File: src/source/frame_filter_pkg.sv
package frame_filter_pkg;

  // stream beat payload and byte enables
  typedef logic [31:0] data_t;
  typedef logic [3:0]  keep_t;

  // frame FIFO memory, 32 entries
  localparam int FIFO_ADDR_WIDTH = 5;

  // beats seen in a frame, saturates at all ones
  typedef logic [4:0] beat_cnt_t;

  // good frame length limits in beats
  localparam int MIN_FRAME_BEATS = 2;
  localparam int MAX_FRAME_BEATS = 16;

  typedef logic [15:0] frame_cnt_t; // saturating statistics

endpackage

File: src/source/axis_if.sv
`timescale 1ns/1ps

interface axis_if;

  frame_filter_pkg::data_t tdata;
  frame_filter_pkg::keep_t tkeep;
  logic                    tlast;
  logic                    tuser; // bad frame
  logic                    tvalid;
  logic                    tready;

  modport src (
    output tdata, tkeep, tlast, tuser, tvalid,
    input  tready
  );

  modport snk (
    input  tdata, tkeep, tlast, tuser, tvalid,
    output tready
  );

endinterface

File: src/source/frame_fifo.sv
`timescale 1ns/1ps

module frame_fifo (
  input  logic                    clk,
  input  logic                    rst,
  axis_if.snk                     s,
  output frame_filter_pkg::data_t m_tdata,
  output frame_filter_pkg::keep_t m_tkeep,
  output logic                    m_tlast,
  output logic                    m_tvalid,
  input  logic                    m_tready,
  output logic                    good_frame,
  output logic                    bad_frame,
  output logic                    overflow
);

  // memory split by field
  frame_filter_pkg::data_t mem_data [2**frame_filter_pkg::FIFO_ADDR_WIDTH];
  frame_filter_pkg::keep_t mem_keep [2**frame_filter_pkg::FIFO_ADDR_WIDTH];
  logic                    mem_last [2**frame_filter_pkg::FIFO_ADDR_WIDTH];

  // extra msb tells full from empty
  logic [frame_filter_pkg::FIFO_ADDR_WIDTH:0] wr_ptr;     // committed
  logic [frame_filter_pkg::FIFO_ADDR_WIDTH:0] wr_ptr_cur; // speculative
  logic [frame_filter_pkg::FIFO_ADDR_WIDTH:0] rd_ptr;

  logic full_cur;
  logic empty;
  logic accept;
  logic write;
  logic read;
  logic store_output;
  logic drop_frame;

  frame_filter_pkg::data_t rd_data;
  frame_filter_pkg::keep_t rd_keep;
  logic                    rd_last;
  logic                    rd_valid;

  frame_filter_pkg::data_t out_data;
  frame_filter_pkg::keep_t out_keep;
  logic                    out_last;
  logic                    out_valid;

  logic good_reg;
  logic bad_reg;
  logic overflow_reg;

  assign full_cur =
    (wr_ptr_cur[frame_filter_pkg::FIFO_ADDR_WIDTH] != rd_ptr[frame_filter_pkg::FIFO_ADDR_WIDTH]) &&
    (wr_ptr_cur[frame_filter_pkg::FIFO_ADDR_WIDTH-1:0] ==
     rd_ptr[frame_filter_pkg::FIFO_ADDR_WIDTH-1:0]);
  assign empty = wr_ptr == rd_ptr;

  assign s.tready = 1'b1; // never stalls, drops on overflow instead
  assign accept   = s.tvalid;
  assign write    = accept && !full_cur && !drop_frame;

  // write side
  always_ff @(posedge clk) begin
    if (rst) begin
      wr_ptr       <= '0;
      wr_ptr_cur   <= '0;
      drop_frame   <= 1'b0;
      good_reg     <= 1'b0;
      bad_reg      <= 1'b0;
      overflow_reg <= 1'b0;
    end else begin
      good_reg     <= 1'b0;
      bad_reg      <= 1'b0;
      overflow_reg <= 1'b0;
      if (accept) begin
        if (full_cur || drop_frame) begin
          drop_frame <= 1'b1;
          if (s.tlast) begin
            wr_ptr_cur   <= wr_ptr; // roll back whole frame
            drop_frame   <= 1'b0;
            overflow_reg <= 1'b1;
          end
        end else if (s.tlast) begin
          if (s.tuser) begin
            wr_ptr_cur <= wr_ptr;
            bad_reg    <= 1'b1;
          end else begin
            wr_ptr     <= wr_ptr_cur + 1'b1; // commit
            wr_ptr_cur <= wr_ptr_cur + 1'b1;
            good_reg   <= 1'b1;
          end
        end else begin
          wr_ptr_cur <= wr_ptr_cur + 1'b1;
        end
      end
    end
  end

  always_ff @(posedge clk) begin
    if (write) begin
      mem_data[wr_ptr_cur[frame_filter_pkg::FIFO_ADDR_WIDTH-1:0]] <= s.tdata;
      mem_keep[wr_ptr_cur[frame_filter_pkg::FIFO_ADDR_WIDTH-1:0]] <= s.tkeep;
      mem_last[wr_ptr_cur[frame_filter_pkg::FIFO_ADDR_WIDTH-1:0]] <= s.tlast;
    end
  end

  // read side, memory register then output register
  assign store_output = m_tready || !out_valid;
  assign read         = (store_output || !rd_valid) && !empty;

  always_ff @(posedge clk) begin
    if (rst) begin
      rd_ptr    <= '0;
      rd_valid  <= 1'b0;
      out_valid <= 1'b0;
    end else begin
      if (read) begin
        rd_ptr   <= rd_ptr + 1'b1;
        rd_valid <= 1'b1;
      end else if (store_output) begin
        rd_valid <= 1'b0;
      end
      if (store_output) begin
        out_valid <= rd_valid;
      end
    end
  end

  always_ff @(posedge clk) begin
    if (read) begin
      rd_data <= mem_data[rd_ptr[frame_filter_pkg::FIFO_ADDR_WIDTH-1:0]];
      rd_keep <= mem_keep[rd_ptr[frame_filter_pkg::FIFO_ADDR_WIDTH-1:0]];
      rd_last <= mem_last[rd_ptr[frame_filter_pkg::FIFO_ADDR_WIDTH-1:0]];
    end
    if (store_output) begin
      out_data <= rd_data;
      out_keep <= rd_keep;
      out_last <= rd_last;
    end
  end

  assign m_tdata    = out_data;
  assign m_tkeep    = out_keep;
  assign m_tlast    = out_last;
  assign m_tvalid   = out_valid;
  assign good_frame = good_reg;
  assign bad_frame  = bad_reg;
  assign overflow   = overflow_reg;

endmodule

File: src/source/frame_filter.sv
`timescale 1ns/1ps

module frame_filter (
  input  logic                         clk,
  input  logic                         rst,
  input  frame_filter_pkg::data_t      s_tdata,
  input  frame_filter_pkg::keep_t      s_tkeep,
  input  logic                         s_tlast,
  input  logic                         s_tuser,
  input  logic                         s_tvalid,
  output logic                         s_tready,
  output frame_filter_pkg::data_t      m_tdata,
  output frame_filter_pkg::keep_t      m_tkeep,
  output logic                         m_tlast,
  output logic                         m_tvalid,
  input  logic                         m_tready,
  output frame_filter_pkg::frame_cnt_t good_frames,
  output frame_filter_pkg::frame_cnt_t bad_frames,
  output frame_filter_pkg::frame_cnt_t overflow_frames
);

  axis_if s_axis ();
  axis_if chk_to_fifo ();

  logic good_frame;
  logic bad_frame;
  logic overflow;

  // top-level input onto the checker's stream
  assign s_axis.tdata  = s_tdata;
  assign s_axis.tkeep  = s_tkeep;
  assign s_axis.tlast  = s_tlast;
  assign s_axis.tuser  = s_tuser;
  assign s_axis.tvalid = s_tvalid;
  assign s_tready      = s_axis.tready;

  frame_len_check u_len_check (
    .clk (clk),
    .rst (rst),
    .s   (s_axis.snk),
    .m   (chk_to_fifo.src)
  );

  frame_fifo u_fifo (
    .clk        (clk),
    .rst        (rst),
    .s          (chk_to_fifo.snk),
    .m_tdata    (m_tdata),
    .m_tkeep    (m_tkeep),
    .m_tlast    (m_tlast),
    .m_tvalid   (m_tvalid),
    .m_tready   (m_tready),
    .good_frame (good_frame),
    .bad_frame  (bad_frame),
    .overflow   (overflow)
  );

  frame_stats u_stats (
    .clk             (clk),
    .rst             (rst),
    .good_frame      (good_frame),
    .bad_frame       (bad_frame),
    .overflow        (overflow),
    .good_frames     (good_frames),
    .bad_frames      (bad_frames),
    .overflow_frames (overflow_frames)
  );

endmodule

File: src/source/frame_len_check.sv
`timescale 1ns/1ps

module frame_len_check (
  input  logic clk,
  input  logic rst,
  axis_if.snk  s,
  axis_if.src  m
);

  frame_filter_pkg::data_t     data_reg;
  frame_filter_pkg::keep_t     keep_reg;
  logic                        last_reg;
  logic                        user_reg;
  logic                        valid_reg;
  frame_filter_pkg::beat_cnt_t beat_cnt; // beats before the current one
  logic                        err_sticky;
  logic                        accept;
  logic                        too_short;
  logic                        too_long;
  logic                        frame_bad;

  assign s.tready = !valid_reg || m.tready;
  assign accept   = s.tvalid && s.tready;

  // frame length is beat_cnt + 1 on the last beat
  assign too_short = beat_cnt < (frame_filter_pkg::MIN_FRAME_BEATS - 1);
  assign too_long  = beat_cnt > (frame_filter_pkg::MAX_FRAME_BEATS - 1);
  assign frame_bad = err_sticky || s.tuser || too_short || too_long;

  assign m.tdata  = data_reg;
  assign m.tkeep  = keep_reg;
  assign m.tlast  = last_reg;
  assign m.tuser  = user_reg;
  assign m.tvalid = valid_reg;

  always_ff @(posedge clk) begin
    if (rst) begin
      valid_reg  <= 1'b0;
      beat_cnt   <= '0;
      err_sticky <= 1'b0;
    end else begin
      if (accept) begin
        valid_reg <= 1'b1;
      end else if (m.tready) begin
        valid_reg <= 1'b0;
      end

      if (accept) begin
        if (s.tlast) begin
          beat_cnt   <= '0;
          err_sticky <= 1'b0;
        end else begin
          if (beat_cnt != '1) begin
            beat_cnt <= beat_cnt + 1'b1; // saturate
          end
          err_sticky <= err_sticky || s.tuser;
        end
      end
    end
  end

  always_ff @(posedge clk) begin
    if (accept) begin
      data_reg <= s.tdata;
      keep_reg <= s.tkeep;
      last_reg <= s.tlast;
      // verdict only lands on the last beat
      user_reg <= s.tlast ? frame_bad : s.tuser;
    end
  end

endmodule

File: src/source/frame_stats.sv
`timescale 1ns/1ps

module frame_stats (
  input  logic                         clk,
  input  logic                         rst,
  input  logic                         good_frame,
  input  logic                         bad_frame,
  input  logic                         overflow,
  output frame_filter_pkg::frame_cnt_t good_frames,
  output frame_filter_pkg::frame_cnt_t bad_frames,
  output frame_filter_pkg::frame_cnt_t overflow_frames
);

  frame_filter_pkg::frame_cnt_t good_cnt;
  frame_filter_pkg::frame_cnt_t bad_cnt;
  frame_filter_pkg::frame_cnt_t ovf_cnt;

  // holds at all ones
  function automatic frame_filter_pkg::frame_cnt_t sat_inc(
    input frame_filter_pkg::frame_cnt_t value
  );
    if (value == '1) begin
      return value;
    end
    return value + 1'b1;
  endfunction

  always_ff @(posedge clk) begin
    if (rst) begin
      good_cnt <= '0;
      bad_cnt  <= '0;
      ovf_cnt  <= '0;
    end else begin
      if (good_frame) good_cnt <= sat_inc(good_cnt);
      if (bad_frame) bad_cnt <= sat_inc(bad_cnt);
      if (overflow) ovf_cnt <= sat_inc(ovf_cnt);
    end
  end

  assign good_frames     = good_cnt;
  assign bad_frames      = bad_cnt;
  assign overflow_frames = ovf_cnt;

endmodule

File: config.mk
export PLATFORM = sky130hd
export DESIGN_NAME = frame_filter
export DESIGN_NICKNAME = d
export VERILOG_FILES = /design/src/source/frame_filter_pkg.sv /design/src/source/axis_if.sv /design/src/source/frame_fifo.sv /design/src/source/frame_filter.sv /design/src/source/frame_len_check.sv /design/src/source/frame_stats.sv
export SDC_FILE = /design/constraint.sdc
export NUM_CORES = 1
export LEC_CHECK = 0
export ABC_CLOCK_PERIOD_IN_PS = 4700
export BUFFER_PORTS_ARGS = -buffer_cell sky130_fd_sc_hd__buf_2
export CAP_MARGIN = 25
export CORE_AREA = 2 2 424 426
export DETAILED_ROUTE_END_ITERATION = 8
export DIE_AREA = 0 0 426 428
export PLACE_DENSITY = 0.44
export SLEW_MARGIN = 15
export SYNTH_ARGS = -nofsm -noshare
export SYNTH_HDL_FRONTEND = slang
export SYNTH_HIERARCHICAL = 1
export SYNTH_SLANG_ARGS = --single-unit
File: constraint.sdc
create_clock -name clk -period 4.7 [get_ports clk]
set_input_delay 1.175 -clock clk [delete_from_list [all_inputs] [get_ports clk]]
set_output_delay 1.175 -clock clk [all_outputs]
set_load 0.005 [all_outputs]
Word-level counts from Yosys, hierarchy flattened
Memories as Yosys holds them, arrays and structs flattened. A register that Yosys moved wholly into a read port is not among the register bits. Index checks and enable logic that the tools add are counted.

Bits in latches: 0. Bits in writable memories: 1184. Register bits after elaboration: 154. Word-level logic and storage cells: 102. Bits of input ports: 42. Memories: 3. Memory bits (read-only): 0. Output and inout port bits: 87.

Memory list: u_fifo.mem_data (words 32, width 32, read ports 1, clocked after Yosys merged registers in 1, wr ports 1, RTL line frame_fifo.sv:18) `frame_filter_pkg::data_t mem_data [2**frame_filter_pkg::FIFO_ADDR_WIDTH];`; u_fifo.mem_keep (words 32, width 4, read ports 1, clocked after Yosys merged registers in 1, wr ports 1, RTL line frame_fifo.sv:19) `frame_filter_pkg::keep_t mem_keep [2**frame_filter_pkg::FIFO_ADDR_WIDTH];`; u_fifo.mem_last (words 32, width 1, read ports 1, clocked after Yosys merged registers in 1, wr ports 1, RTL line frame_fifo.sv:20) `logic mem_last [2**frame_filter_pkg::FIFO_ADDR_WIDTH];`.

Equality and inequality tests: 11. Mux-type cells: 29. Order comparisons: 2. Multipliers: 0. Bitwise gates (word level): 3. Shift operators: 0. Add/subtract/negate cells: 6. Divide/modulo/power cells: 0. Reduce and logical (&&, ||, !) cells: 26.

Operators with widths (count): $add 16x1->16 const B (3); $eq 16x16->1 const B (3); $mux 16 (3); $mux 6 (4); $mux 1 (20); $add 6x1->6 const B (2); $reduce_and 2->1 (6); $mux 5 (2); $ne 2x2->1 const B (4); $eq 6x6->1 (1); $logic_or 1x1->1 (6); $add 5x1->5 const B (1); $eq 5x5->1 (1); $gt 5x4->1 const B (1); $logic_not 1->1 (5); $lt 5x1->1 const B (1); $ne 5x5->1 const B (1); $logic_and 1x1->1 (4); $reduce_bool 2->1 (2); $reduce_or 4->1 (1); $not 1->1 (3); $reduce_and 3->1 (1); $reduce_or 3->1 (1); $ne 1x1->1 (1).

Depth between registers and ports, before layout
Gate-level depths: netlist of run 1.

Depth in word-level cells: 7. Mapped depth: 10. Gate-level depth less buffers: 6.

By module
Netlist of run 1, hierarchy kept.

By module, submodules not included: frame_fifo (area an instance 48964.5 um2, cells an instance 2201, seq. area each 38256.7 um2, times used 1); frame_stats (area an instance 2497.4 um2, cells an instance 284, seq. area each 960.9 um2, times used 1); frame_len_check (area an instance 1575.3 um2, cells an instance 86, seq. area each 1281.2 um2, times used 1).

Worst setup path after synthesis of run 1
Ideal clock, no wire load.

Kind: input to register. Start: input port s_tvalid. End: register u_len_check.err_sticky. Buffers on the path: 0. Path slack: 1351 ps. Cell stages on the path: 3. Setup time: 220 ps. Required time: 4480 ps. Arrival time: 3129 ps. Path through: inv_2 > nor2_1 > a221oi_1.

RTL lines: start, declared (RTL line frame_filter.sv:10) `input logic s_tvalid,`; end signal, assigned (RTL line frame_len_check.sv:56) `err_sticky <= err_sticky || s.tuser;`; end, declared (RTL line frame_len_check.sv:16) `logic err_sticky;`.

Worst setup path in the final report of run 1
Start: register u_fifo/wr_ptr_cur[4] in the netlist's numbering. End: memory u_fifo/mem_data[3][18] in the netlist's numbering (enable).

Word-level cells in the longest chain between the ends: 7.

RTL lines: start, declared (RTL line frame_fifo.sv:24) `logic [frame_filter_pkg::FIFO_ADDR_WIDTH:0] wr_ptr_cur;`; start signal, assigned (RTL line frame_fifo.sv:76) `wr_ptr_cur <= wr_ptr;`; start signal, assigned (RTL line frame_fifo.sv:82) `wr_ptr_cur <= wr_ptr;`; start signal, assigned (RTL line frame_fifo.sv:86) `wr_ptr_cur <= wr_ptr_cur + 1'b1;`; $eq 5x5->1 (RTL line frame_fifo.sv:51) `(wr_ptr_cur[frame_filter_pkg::FIFO_ADDR_WIDTH-1:0] ==`; $logic_and 1x1->1 (RTL line frame_fifo.sv:50) `(wr_ptr_cur[frame_filter_pkg::FIFO_ADDR_WIDTH] != rd_ptr[frame_filter_pkg::FIFO_ADDR_WIDTH]) &&`; $logic_not 1->1 (RTL line frame_fifo.sv:57) `assign write = accept && !full_cur && !drop_frame;`; $logic_and 1x1->1 (2 in a row) (RTL line frame_fifo.sv:57); $mux 1 (RTL line frame_fifo.sv:97) `if (write) begin`; $mux 1 (implied by the code) (RTL line frame_fifo.sv:98) `mem_data[wr_ptr_cur[frame_filter_pkg::FIFO_ADDR_WIDTH-1:0]] <= s.tdata;`; end, declared (RTL line frame_fifo.sv:18).

Several ways; a longest one is shown, not always the timed one.

==> results of run 1 <==
[final timing paths]
kind | depth (start not counted) | end | startpoint
max | 6 | u_fifo/mem_data[3][18]$_DFFE_PP_ | u_fifo/wr_ptr_cur[4]$_SDFFE_PP0P_
min | 0 | u_fifo/m_tdata[8]$_DFFE_PP_ | u_fifo/rd_data[8]$_DFFE_PP_
max reg2reg | 6 | u_fifo/mem_data[3][18]$_DFFE_PP_ | u_fifo/wr_ptr_cur[4]$_SDFFE_PP0P_
min reg2reg | 0 | u_fifo/m_tdata[8]$_DFFE_PP_ | u_fifo/rd_data[8]$_DFFE_PP_
[Yosys cell counts, drive strengths merged (3+ instances only)]
master and count:
edfxtp 1296, mux4 259, mux2i 124, nor2 83, buf 81, dfxtp 79, mux2 79, nand2 77
clkbuf 46, o211ai 40, a32oi 38, nand2b 38, a22oi 37, a21oi 26, nand4 23, inv 18
o21ai 17, nor2b 15, nand3 14, nor3 13, or4 13, xor2 13, ha 12, xnor2 12
o31ai 11, nor4 10, or3 10, a211oi 9, and3 9, and4 8, a31oi 6, and2 5
nand3b 5, o311ai 5, o41ai 5, or2 4, nor3b 3
[report_power, final]
part	switching, mW	internal, mW
registers	0.348	14.0
logic	2.82	2.33
clock network	4.99	7.02
[layout make-up]
class / count / area [um2]
Tap cell: 2355 / 2947
Fill cell: 16580 / 115200
Inverter: 18 / 67.56
Clock inverter: 88 / 967.2
Timing Repair Buffer: 239 / 1757
Antenna cell: 1 / 2.502
Multi-Input combinational cell: 1051 / 12070
Sequential cell: 1375 / 40510
Clock buffer: 193 / 4105
[routing by layer]
metal / part of all wire, % / wire, um / track usage (%) / vias up
met4: 2.8 / 3977 / 4.895 / 0
met1: 43 / 60940 / 20.34 / 14050
met5: 0 / 0 / 0 / -
met2: 50 / 71820 / 26.61 / 641
li1: - / - / - / 11240
met3: 4.3 / 6129 / 2.783 / 216
[per-stage QoR]
stage | instance area [um2] | hold slack, ns | std cells | util [%] | setup slack [ns]
floorplan | 53040 | 0.4003 | 2571 | - | 1.351
global placement | 57230 | 0.4317 | 5030 | 32.22 | 1.346
detailed placement | 57320 | 0.4227 | 5035 | 32.27 | 1.274
CTS | 62390 | 0.4217 | 5316 | 35.12 | 1.235
global route | 62430 | 0.4356 | 5319 | 35.14 | 1.127
finish | 62430 | 0.4228 | 5320 | 35.14 | 1.288
[cells by family (layout without fill, tap and decap cells)]
logic type,count (synthesis),count (layout),share of synthesized area [%]
flip-flops,1375,1375,76.36
multiplexers,462,462,15.02
AND/OR/NAND/NOR,341,341,3.499
AO/OA/AOI/OAI,210,210,3.010
buffers and inverters,145,538,1.399
XOR/XNOR,25,25,0.4270
adder cells (fa/ha/maj),12,12,0.2831
other,1,2,0.007071
==> run summary, run 1 <==
==================================================================================
Die boundary height                                                         428 um
Count of vias placed by the detailed router                                 26,150
#FFs+latches synth                                                           1,375
Floorplan die width                                                         426 um
Final Cycle Share                                                           72.59%
Clock tree root driver cell                                           sky130_fd_sc_hd__clkbuf_16
Floorplan die area                                                     182,300 um2
Number of flip-flops under the largest register name                         1,024
Number of global-route vias before repair                                   27,570
Max clock buf depth                                                              3
Prevailing post-synth register cell                                   sky130_fd_sc_hd__edfxtp_1
Antenna violation net count after detailed routing                               0
Number of setup violations in the final report                                   0
Normalized max-slew margin                                                  28.23%
Sequential cell area fraction in the yosys report                           76.36%
GR Util All Layers                                                          15.68%
Final-layout setup total negative slack                                       0 ns
Max-slew violation total from the final report                                   0
Post-synth top area cell                                              sky130_fd_sc_hd__edfxtp_1
RSZ-0062 raised after global routing                                         false
Clk pin slew, worst setup/hold paths                                       0.06 ns
Row count                                                                      155
Worst-path maximum fanout                                                       37
CTS buffer count                                                               156
# resized after CTS                                                              0
Clock tree sinks                                                             1,375
Fmax                                                                    0.2931 GHz
Final routed wire length divided by cell count                            26.85 um
Most common cell after layout, fill and taps aside                    sky130_fd_sc_hd__edfxtp_1
Net total in the final layout                                                2,895
Count of unique library cells instantiated by Yosys                             76
Initial core utilization                                                    29.86%
Detailed Routing Iterations Pass 1                                               7
Number of antenna violations at the first check in global routing                1
Via-per-instance ratio                                                       4.915
Routed wire length                                                        142.9 mm
Outcome                                                                  completed
Boundary Pins                                                                  129
Final-report hold violation count                                                0
Global-route wire length before repair                                    204.6 mm
Data arrival time of the critical path                                     3.81 ns
Final RePlAce weighted congestion                                           0.7623
Post-Syn Instances                                                           2,571
Post-CTS Repair Setup Buffers                                                    0
Reg2Reg Setup Slack                                                        1.29 ns
Worst min-delay path class                                              reg -> reg
Max incr delay on CP                                                       0.66 ns
Count of hold buffers inserted by post-cts repair                                0
Share of cells above drive strength 1                                       29.05%
Element type at the critical path start                                       flop
Leading post-synthesis cells by cell area                             sky130_fd_sc_hd__edfxtp_1 73%, sky130_fd_sc_hd__mux4_2 11%, sky130_fd_sc_hd__dfxtp_1 3.0%, sky130_fd_sc_hd__mux2i_1 2.3%, sky130_fd_sc_hd__mux2_2 1.7%
Overall power after layout                                                31.54 mW
Required @ worst endpoint                                                  5.10 ns
Port Buffers                                                                   127
Minimum period implied by the final worst setup slack                     3.412 ns
Area inside the core boundary                                          177,600 um2
Maximum resistive drop on vdd                                          0.0004090 V
H-Tree Level Count                                                               4
Number of warnings printed during yosys synthesis                                6
Post-Syn Area per Cell                                                   20.63 um2
Overflow left after global routing                                               0
Max Clock Skew                                                          0.03899 ns
Worst Setup End Kind                                                          flop
Layout area overhead                                                        17.71%
TritonCTS clock tree                                                          done
Power density over the cells                                          505.3 nW/um2
DRC violation total after the first TritonRoute iteration                    2,268
Number of remaining DRC errors                                                   0
Critical-path cell with the highest stage delay                       sky130_fd_sc_hd__buf_4
Cells along the critical path                                         xor2_1 > nor4_4 > a21oi_1 > nand2_1 > nor2_4 > buf_4
Detail Placement HPWL                                                     83.46 mm
Kind of critical path                                                   reg -> reg
Leakage power total                                                       19.13 nW
Syn_nets                                                                     2,625
Highest-count cells in the layout ignoring fill and taps              1,296 x sky130_fd_sc_hd__edfxtp_1, 259 x sky130_fd_sc_hd__mux4_2, 158 x sky130_fd_sc_hd__clkbuf_16
Reported max-cap violation count                                                 0
Post-synth ARST share                                                           0%
Tightest Pin Transition                                                   1.073 ns
Area share of the leading cell type in the synthesized netlist              73.38%
Clk Latency, worst-skew pair                                               0.80 ns
Buffers and inverters on the worst path                                          1
Summed instance area of the synthesized netlist                         53,040 um2
Family of cells with the greatest summed delay on the critical path   simple AND/OR/NAND/NOR gates
Number of enable-type register cells in the synthesized netlist              1,296
Largest net degree at the start of global routing                              106
==================================================================================
Power figures use the tool's default switching activity.
==> run 2: changes to the inputs <==
--- a/config.mk
+++ b/config.mk
@@ -5,7 +5,7 @@
 export SDC_FILE = /design/constraint.sdc
 export NUM_CORES = 1
 export LEC_CHECK = 0
-export ABC_CLOCK_PERIOD_IN_PS = 4700
+export ABC_CLOCK_PERIOD_IN_PS = 3400
 export BUFFER_PORTS_ARGS = -buffer_cell sky130_fd_sc_hd__buf_2
 export CAP_MARGIN = 25
 export CORE_AREA = 2 2 424 426
==> constraint.sdc (replaced) <==
create_clock -name clk -period 3.4 [get_ports clk]
set_input_delay 0.85 -clock clk [delete_from_list [all_inputs] [get_ports clk]]
set_output_delay 0.85 -clock clk [all_outputs]
set_load 0.005 [all_outputs]
==> run 2 against run 1 <==
Sequential share of layout area fell by 0.15 points. Die area did not move. Critical path depth did not move. Global-route usage fell by 0.32 points. Register-to-register slack got worse by 1.1 ns. Routed wire length fell by 2.2%. Clock power rose by 34%. Combinational power rose by 41%. Worst hold slack got worse by 0.18 ns. Clock-buffer cell count fell by 1. Final area rose by 0.23%. Critical path type unchanged. Largest cell class unchanged.
==> run summary, run 2 (synthesis gave the netlist of run 1 again) <==
================================================================================
Outcome                                                                completed
Reported max-cap violation count                                               0   unchanged
Register area                                                         40,510 um2   unchanged
RSZ-0062 raised after global routing                                       false
Worst flop-to-flop path startpoint                                  u_fifo/rd_ptr[2]$_SDFFE_PP0P_
Reg2Reg Capture Point                                               u_fifo/rd_data[15]$_DFFE_PP_
Tightest Pin Transition                                                 1.010 ns   -0.06223 ns
Number of antenna violations at the first check in global routing              1   unchanged
Count of hold buffers inserted by post-cts repair                              0   unchanged
Clock tree sinks                                                           1,375   unchanged
GR Util All Layers                                                        15.37%   -0.32 points
Global-route wire length before repair                                  202.3 mm   -1.1%
Most common cell after layout, fill and taps aside                  sky130_fd_sc_hd__edfxtp_1
Detail Placement HPWL                                                   83.31 mm   -0.18%
Max clock buf depth                                                            3   unchanged
Worst Setup End Kind                                                        flop
Element type at the critical path start                                     flop
Max Clock Skew                                                        0.02353 ns   -0.01547 ns
R2R cell count                                                                 6   unchanged
Final-layout setup total negative slack                                     0 ns   unchanged
Highest-count cells in the layout ignoring fill and taps            1,296 x sky130_fd_sc_hd__edfxtp_1, 259 x sky130_fd_sc_hd__mux4_2, 158 x sky130_fd_sc_hd__clkbuf_16
Max-slew violation total from the final report                                 0   unchanged
Leakage power total                                                     19.10 nW   -0.17%
CTS buffer count                                                             156   unchanged
Data arrival time of the critical path                                   3.64 ns   -0.17 ns
Normalized max-slew margin                                                32.64%   +4.4 points
Net total in the final layout                                              2,898   +0.10%
Row count                                                                    155   unchanged
Clk Latency, worst-skew pair                                             0.78 ns   -0.02 ns
Area taken by multi-input logic gates                                 12,070 um2   unchanged
# resized after CTS                                                            0   unchanged
Worst setup path endpoint                                           u_fifo/rd_data[15]$_DFFE_PP_
Number of setup violations in the final report                                 0   unchanged
Floorplan die width                                                       426 um   unchanged
Clk pin slew, worst setup/hold paths                                     0.06 ns   about the same
Count of filler cells inserted in the layout                              16,530   -0.29%
Number of global-route vias before repair                                 27,660   +0.32%
Final Cycle Share                                                         93.20%   +21 points
Area inside the core boundary                                        177,600 um2   unchanged
Port Buffers                                                                 127   unchanged
Count of placed standard cells including taps                              5,036   +0.020%
Worst-path maximum fanout                                                     52   +41%
Power density over the cells                                        689.2 nW/um2   +36%
Routed wire length                                                      139.8 mm   -2.2%
Antenna violation net count after detailed routing                             0   unchanged
Final RePlAce weighted congestion                                         0.7702   +1.0%
TritonCTS clock tree                                                        done
Via-per-instance ratio                                                     4.875   -0.81%
Kind of critical path                                                 reg -> reg
Die boundary height                                                       428 um   unchanged
Worst setup path start                                              u_fifo/rd_ptr[2]$_SDFFE_PP0P_
Hold path start                                                      s_tdata[19]
Required @ worst endpoint                                                3.87 ns   -1.23 ns
Post-layout instance count excluding filler cells                          5,323   +0.056%
Initial core utilization                                                  29.86%   unchanged
Worst setup margin                                                     0.2311 ns   -1.057 ns
Fmax                                                                  0.3156 GHz   +7.7%
Floorplan die area                                                   182,300 um2   unchanged
Maximum resistive drop on vdd                                        0.0005781 V   +41%
Post-CTS Repair Setup Buffers                                                  0   unchanged
Share of cells above drive strength 1                                     28.99%   -0.063 points
Final routed wire length divided by cell count                          26.26 um   -2.2%
Number of remaining DRC errors                                                 0   unchanged
Worst min-delay path class                                             in -> reg
Count of vias placed by the detailed router                               25,950   -0.76%
Reg2Reg Setup Slack                                                      0.23 ns   -1.06 ns
Largest net degree at the start of global routing                             93   -12%
H-Tree Level Count                                                             4   unchanged
Overflow left after global routing                                             0   unchanged
Final-report hold violation count                                              0   unchanged
Boundary Pins                                                                129   unchanged
Detailed Routing Iterations Pass 1                                             6   -1
Layout area overhead                                                      17.99%
Worst Setup Slack post-DPL                                             0.1394 ns   -1.135 ns
Minimum period implied by the final worst setup slack                   3.169 ns   -0.2426 ns
DRC violation total after the first TritonRoute iteration                  2,007   -12%
Number of flip-flops under the largest register name                       1,024   unchanged
Clock tree root driver cell                                         sky130_fd_sc_hd__clkbuf_16
================================================================================
[run 2: cell type report]
class,count,area share (%)
diodes,1,0.003999
clock buffers,192,6.522
clock inverters,89,1.266
inverters,18,0.1120
multi-input cells,1051,19.29
flip-flops and latches,1375,64.74
well taps,2355,4.709
repair buffers,242,3.355
[run 2: critical path: stages, from the launching register on]
cell                       delay (ns)
sky130_fd_sc_hd__dfxtp_4         0.50
sky130_fd_sc_hd__buf_12          0.40
sky130_fd_sc_hd__buf_4           0.51
sky130_fd_sc_hd__mux4_2          0.39
sky130_fd_sc_hd__nand2b_1        0.16
sky130_fd_sc_hd__a32oi_1         0.58
sky130_fd_sc_hd__o211ai_1        0.25
[run 2: power by group]
part / leakage [nW] / total (mW) / internal [mW] / switching, mW
clock network: 2.34 / 16.1 / 9.31 / 6.81
logic: 4.35 / 7.23 / 3.29 / 3.94
registers: 12.4 / 19.8 / 19.4 / 0.383
total: 19.1 / 43.1 / 32.0 / 11.1
[run 2: worst min-delay path by stage]
stage / endpoint / slack [ns] / cells past startpoint
CTS: u_len_check/m.tdata[19]$_DFFE_PP_ / 0.17 / 1
global placement: u_fifo/m_tdata[15]$_DFFE_PP_ / 0.43 / 0
global route: u_len_check/m.tdata[19]$_DFFE_PP_ / 0.18 / 1
floorplan: u_fifo/m_tdata[0]$_DFFE_PP_ / 0.40 / 0
finish: u_len_check/m.tdata[19]$_DFFE_PP_ / 0.25 / 1
detailed placement: u_fifo/m_tdata[4]$_DFFE_PP_ / 0.42 / 0
[run 2: per-stage QoR]
stage | utilization, % | cell area, um2 | hold WS, ns | power, mW
2_1_floorplan | - | 53040 | 0.4003 | 24.88
3_3_place_gp | 32.44 | 57630 | 0.4253 | 27.63
3_5_place_dp | 32.44 | 57630 | 0.4153 | 27.65
4_1_cts | 35.18 | 62500 | 0.1666 | 43.93
5_1_grt | 35.23 | 62580 | 0.1807 | 44.86
6_report | 35.23 | 62580 | 0.2463 | 43.13
[run 2: layer usage]
| metal | wire [um] | vias up | GRT usage [%] |
|---|---|---|---|
| li1 | - | 11240 | - |
| met1 | 57710 | 13990 | 19.09 |
| met2 | 72990 | 525 | 27.01 |
| met3 | 4992 | 194 | 2.528 |
| met4 | 4070 | 2 | 5.138 |
| met5 | 8 | - | 0 |
==> run 3: changes to the inputs <==
--- a/config.mk
+++ b/config.mk
@@ -11,7 +11,8 @@
 export CORE_AREA = 2 2 424 426
 export DETAILED_ROUTE_END_ITERATION = 8
 export DIE_AREA = 0 0 426 428
-export PLACE_DENSITY = 0.44
+export GPL_ROUTABILITY_DRIVEN = 0
+export PLACE_DENSITY = 0.54
 export SLEW_MARGIN = 15
 export SYNTH_ARGS = -nofsm -noshare
 export SYNTH_HDL_FRONTEND = slang
==> run 3 against run 2 <==
Sequential cell count stayed put. Cell count hardly changed. Worst hold slack better by 0.0045 ns. Worst setup slack better by 0.036 ns. Fmax is 1.2% higher. Largest power group unchanged.
==> run summary, run 3 (synthesis gave the netlist of run 1 again) <==
==================================================================================
Normalized max-slew margin                                                  22.45%   -10 points
Clock tree root driver cell                                           sky130_fd_sc_hd__clkbuf_16
Reg2Reg Setup Slack                                                        0.27 ns   +0.04 ns
Outcome                                                                  completed
Most common cell after layout, fill and taps aside                    sky130_fd_sc_hd__edfxtp_1
Worst-path maximum fanout                                                       20   -62%
Area inside the core boundary                                          177,600 um2   unchanged
Share of cells above drive strength 1                                       28.96%   about the same
Worst setup margin                                                       0.2671 ns   +0.03609 ns
Max Clock Skew                                                          0.02280 ns   -0.0007254 ns
RSZ-0062 raised after global routing                                         false
Antenna violation net count after detailed routing                               0   unchanged
Kind of critical path                                                   reg -> reg
CTS buffer count                                                               150   -3.8%
Final routed wire length divided by cell count                            25.64 um   -2.4%
Global-route wire length before repair                                    195.6 mm   -3.4%
Routed wire length                                                        136.4 mm   -2.4%
Via-per-instance ratio                                                       4.933   +1.2%
Clk Latency, worst-skew pair                                               0.78 ns   about the same
Reported max-cap violation count                                                 0   unchanged
Max clock buf depth                                                              3   unchanged
Worst Setup End Kind                                                          flop
Power density over the cells                                          674.5 nW/um2   -2.1%
Data arrival time of the critical path                                     3.58 ns   -0.06 ns
Number of setup violations in the final report                                   0   unchanged
Count of hold buffers inserted by post-cts repair                                0   unchanged
Largest net degree at the start of global routing                              141   +52%
GR Util All Layers                                                          14.84%   -0.52 points
Clock tree sinks                                                             1,375   unchanged
Worst min-delay path class                                               in -> reg
Layout area overhead                                                        18.19%
TritonCTS clock tree                                                          done
Hold Path Sink                                                        u_len_check/m.tdata[4]$_DFFE_PP_
Hold path start                                                         s_tdata[4]
Final-layout setup total negative slack                                       0 ns   unchanged
Count of vias placed by the detailed router                                 26,250   +1.2%
Diode insertion count for antenna repair                                         0   -1
Buffers and inverters on the worst path                                          4   +2
Clk pin slew, worst setup/hold paths                                       0.06 ns   about the same
Worst Setup Slack post-DPL                                               0.2001 ns   +0.06070 ns
Detailed Routing Iterations Pass 1                                               7   +1
Final Cycle Share                                                           92.14%   -1.1 points
Number of cells on the worst hold path                                           1   unchanged
Finished Cell Area                                                      62,680 um2   +0.17%
Net total in the final layout                                                2,902   +0.14%
Overflow left after global routing                                               0   unchanged
Dominant cell type by count on the critical path                      sky130_fd_sc_hd__buf_4
Floorplan die width                                                         426 um   unchanged
Reg2Reg Capture Point                                                 u_fifo/mem_keep[4][1]$_DFFE_PP_
Required @ worst endpoint                                                  3.85 ns   -0.02 ns
Number of antenna violations at the first check in global routing                2   +1
# resized after CTS                                                              0   unchanged
Post-CTS Repair Setup Buffers                                                    0   unchanged
Number of remaining DRC errors                                                   0   unchanged
Floorplan die area                                                     182,300 um2   unchanged
Die boundary height                                                         428 um   unchanged
Fmax                                                                    0.3192 GHz   +1.2%
R2R cell count                                                                   9   +3
Number of flip-flops under the largest register name                         1,024   unchanged
Row count                                                                      155   unchanged
Number of global-route vias before repair                                   26,650   -3.6%
Area after detailed placement                                           57,640 um2   about the same
DRC violation total after the first TritonRoute iteration                    2,439   +22%
Max incr delay on CP                                                       0.76 ns   +0.18 ns
Highest-count cells in the layout ignoring fill and taps              1,296 x sky130_fd_sc_hd__edfxtp_1, 259 x sky130_fd_sc_hd__mux4_2, 151 x sky130_fd_sc_hd__clkbuf_16
Family of cells with the greatest summed delay on the critical path   simple AND/OR/NAND/NOR gates
Element type at the critical path start                                       flop
Boundary Pins                                                                  129   unchanged
H-Tree Level Count                                                               4   unchanged
Max-slew violation total from the final report                                   0   unchanged
Detail Placement HPWL                                                     76.06 mm   -8.7%
Cells along the critical path                                         xor2_1 > nor4_4 > a21oi_1 > buf_4 > nand2_1 > buf_4 > buf_4 > nor2_4 > buf_12
Critical-path cell with the highest stage delay                       sky130_fd_sc_hd__nor2_4
Leakage power total                                                       19.15 nW   +0.29%
Count of filler cells inserted in the layout                                16,500   -0.21%
Initial core utilization                                                    29.86%   unchanged
Final-report hold violation count                                                0   unchanged
Port Buffers                                                                   127   unchanged
Tightest Pin Transition                                                   1.163 ns   +0.1528 ns
Worst flop-to-flop path startpoint                                    u_fifo/wr_ptr_cur[1]$_SDFFE_PP0P_
Maximum resistive drop on vdd                                           0.001142 V   +98%
Minimum period implied by the final worst setup slack                     3.133 ns   -0.03609 ns
==================================================================================
run 3: final cells by class:
cell class / count / area [um2] / share of cell area (%)
Clock buffer: 190 / 3955 / 6.310
Tap cell: 2355 / 2947 / 4.701
Clock inverter: 80 / 752.0 / 1.200
Timing Repair Buffer: 252 / 2375 / 3.789
Sequential cell: 1375 / 40510 / 64.63
Multi-Input combinational cell: 1051 / 12070 / 19.26
Inverter: 18 / 67.56 / 0.1078
run 3: worst max path at each step:
stage / startpoint / end / slack, ns / depth (start not counted)
finish: u_fifo/wr_ptr_cur[1]$_SDFFE_PP0P_ / u_fifo/mem_keep[4][1]$_DFFE_PP_ / 0.27 / 9
global route: u_fifo/wr_ptr_cur[1]$_SDFFE_PP0P_ / u_fifo/mem_keep[4][1]$_DFFE_PP_ / 0.14 / 9
CTS: u_fifo/wr_ptr_cur[1]$_SDFFE_PP0P_ / u_fifo/mem_keep[4][1]$_DFFE_PP_ / 0.19 / 9
detailed placement: u_fifo/wr_ptr_cur[1]$_SDFFE_PP0P_ / u_fifo/mem_data[4][4]$_DFFE_PP_ / 0.20 / 9
global placement: u_fifo/wr_ptr_cur[0]$_SDFFE_PP0P_ / u_fifo/mem_data[4][3]$_DFFE_PP_ / 0.28 / 9
floorplan: u_fifo/rd_ptr[1]$_SDFFE_PP0P_ / u_fifo/mem_data[28][0]$_DFFE_PP_ / 0.08 / 6
run 3: routing by layer:
layer  track usage, %  wire [um]  up-vias
li1                 -          -    11270
met3            2.858       7658      175
met4            4.043       2912        2
met5                0         13        -
met1            19.87      58100    14030
met2            24.60      67720      779
run 3: power breakdown:
part	switching (mW)	internal, mW	leakage [nW]	total (mW)
logic	3.44	3.26	4.47	6.69
clock network	6.73	8.97	2.28	15.7
registers	0.478	19.4	12.4	19.9
total	10.6	31.6	19.2	42.3
run 3: through the flow:
step	util, %	instances	hold slack, ns	power, mW
finish	35.29	5321	0.2507	42.28
global route	35.29	5321	0.2041	43.95
CTS	35.10	5302	0.1802	42.87
detailed placement	32.45	5032	0.4147	27.12
global placement	32.35	5024	0.4104	27.12
floorplan	-	2571	0.4003	24.88
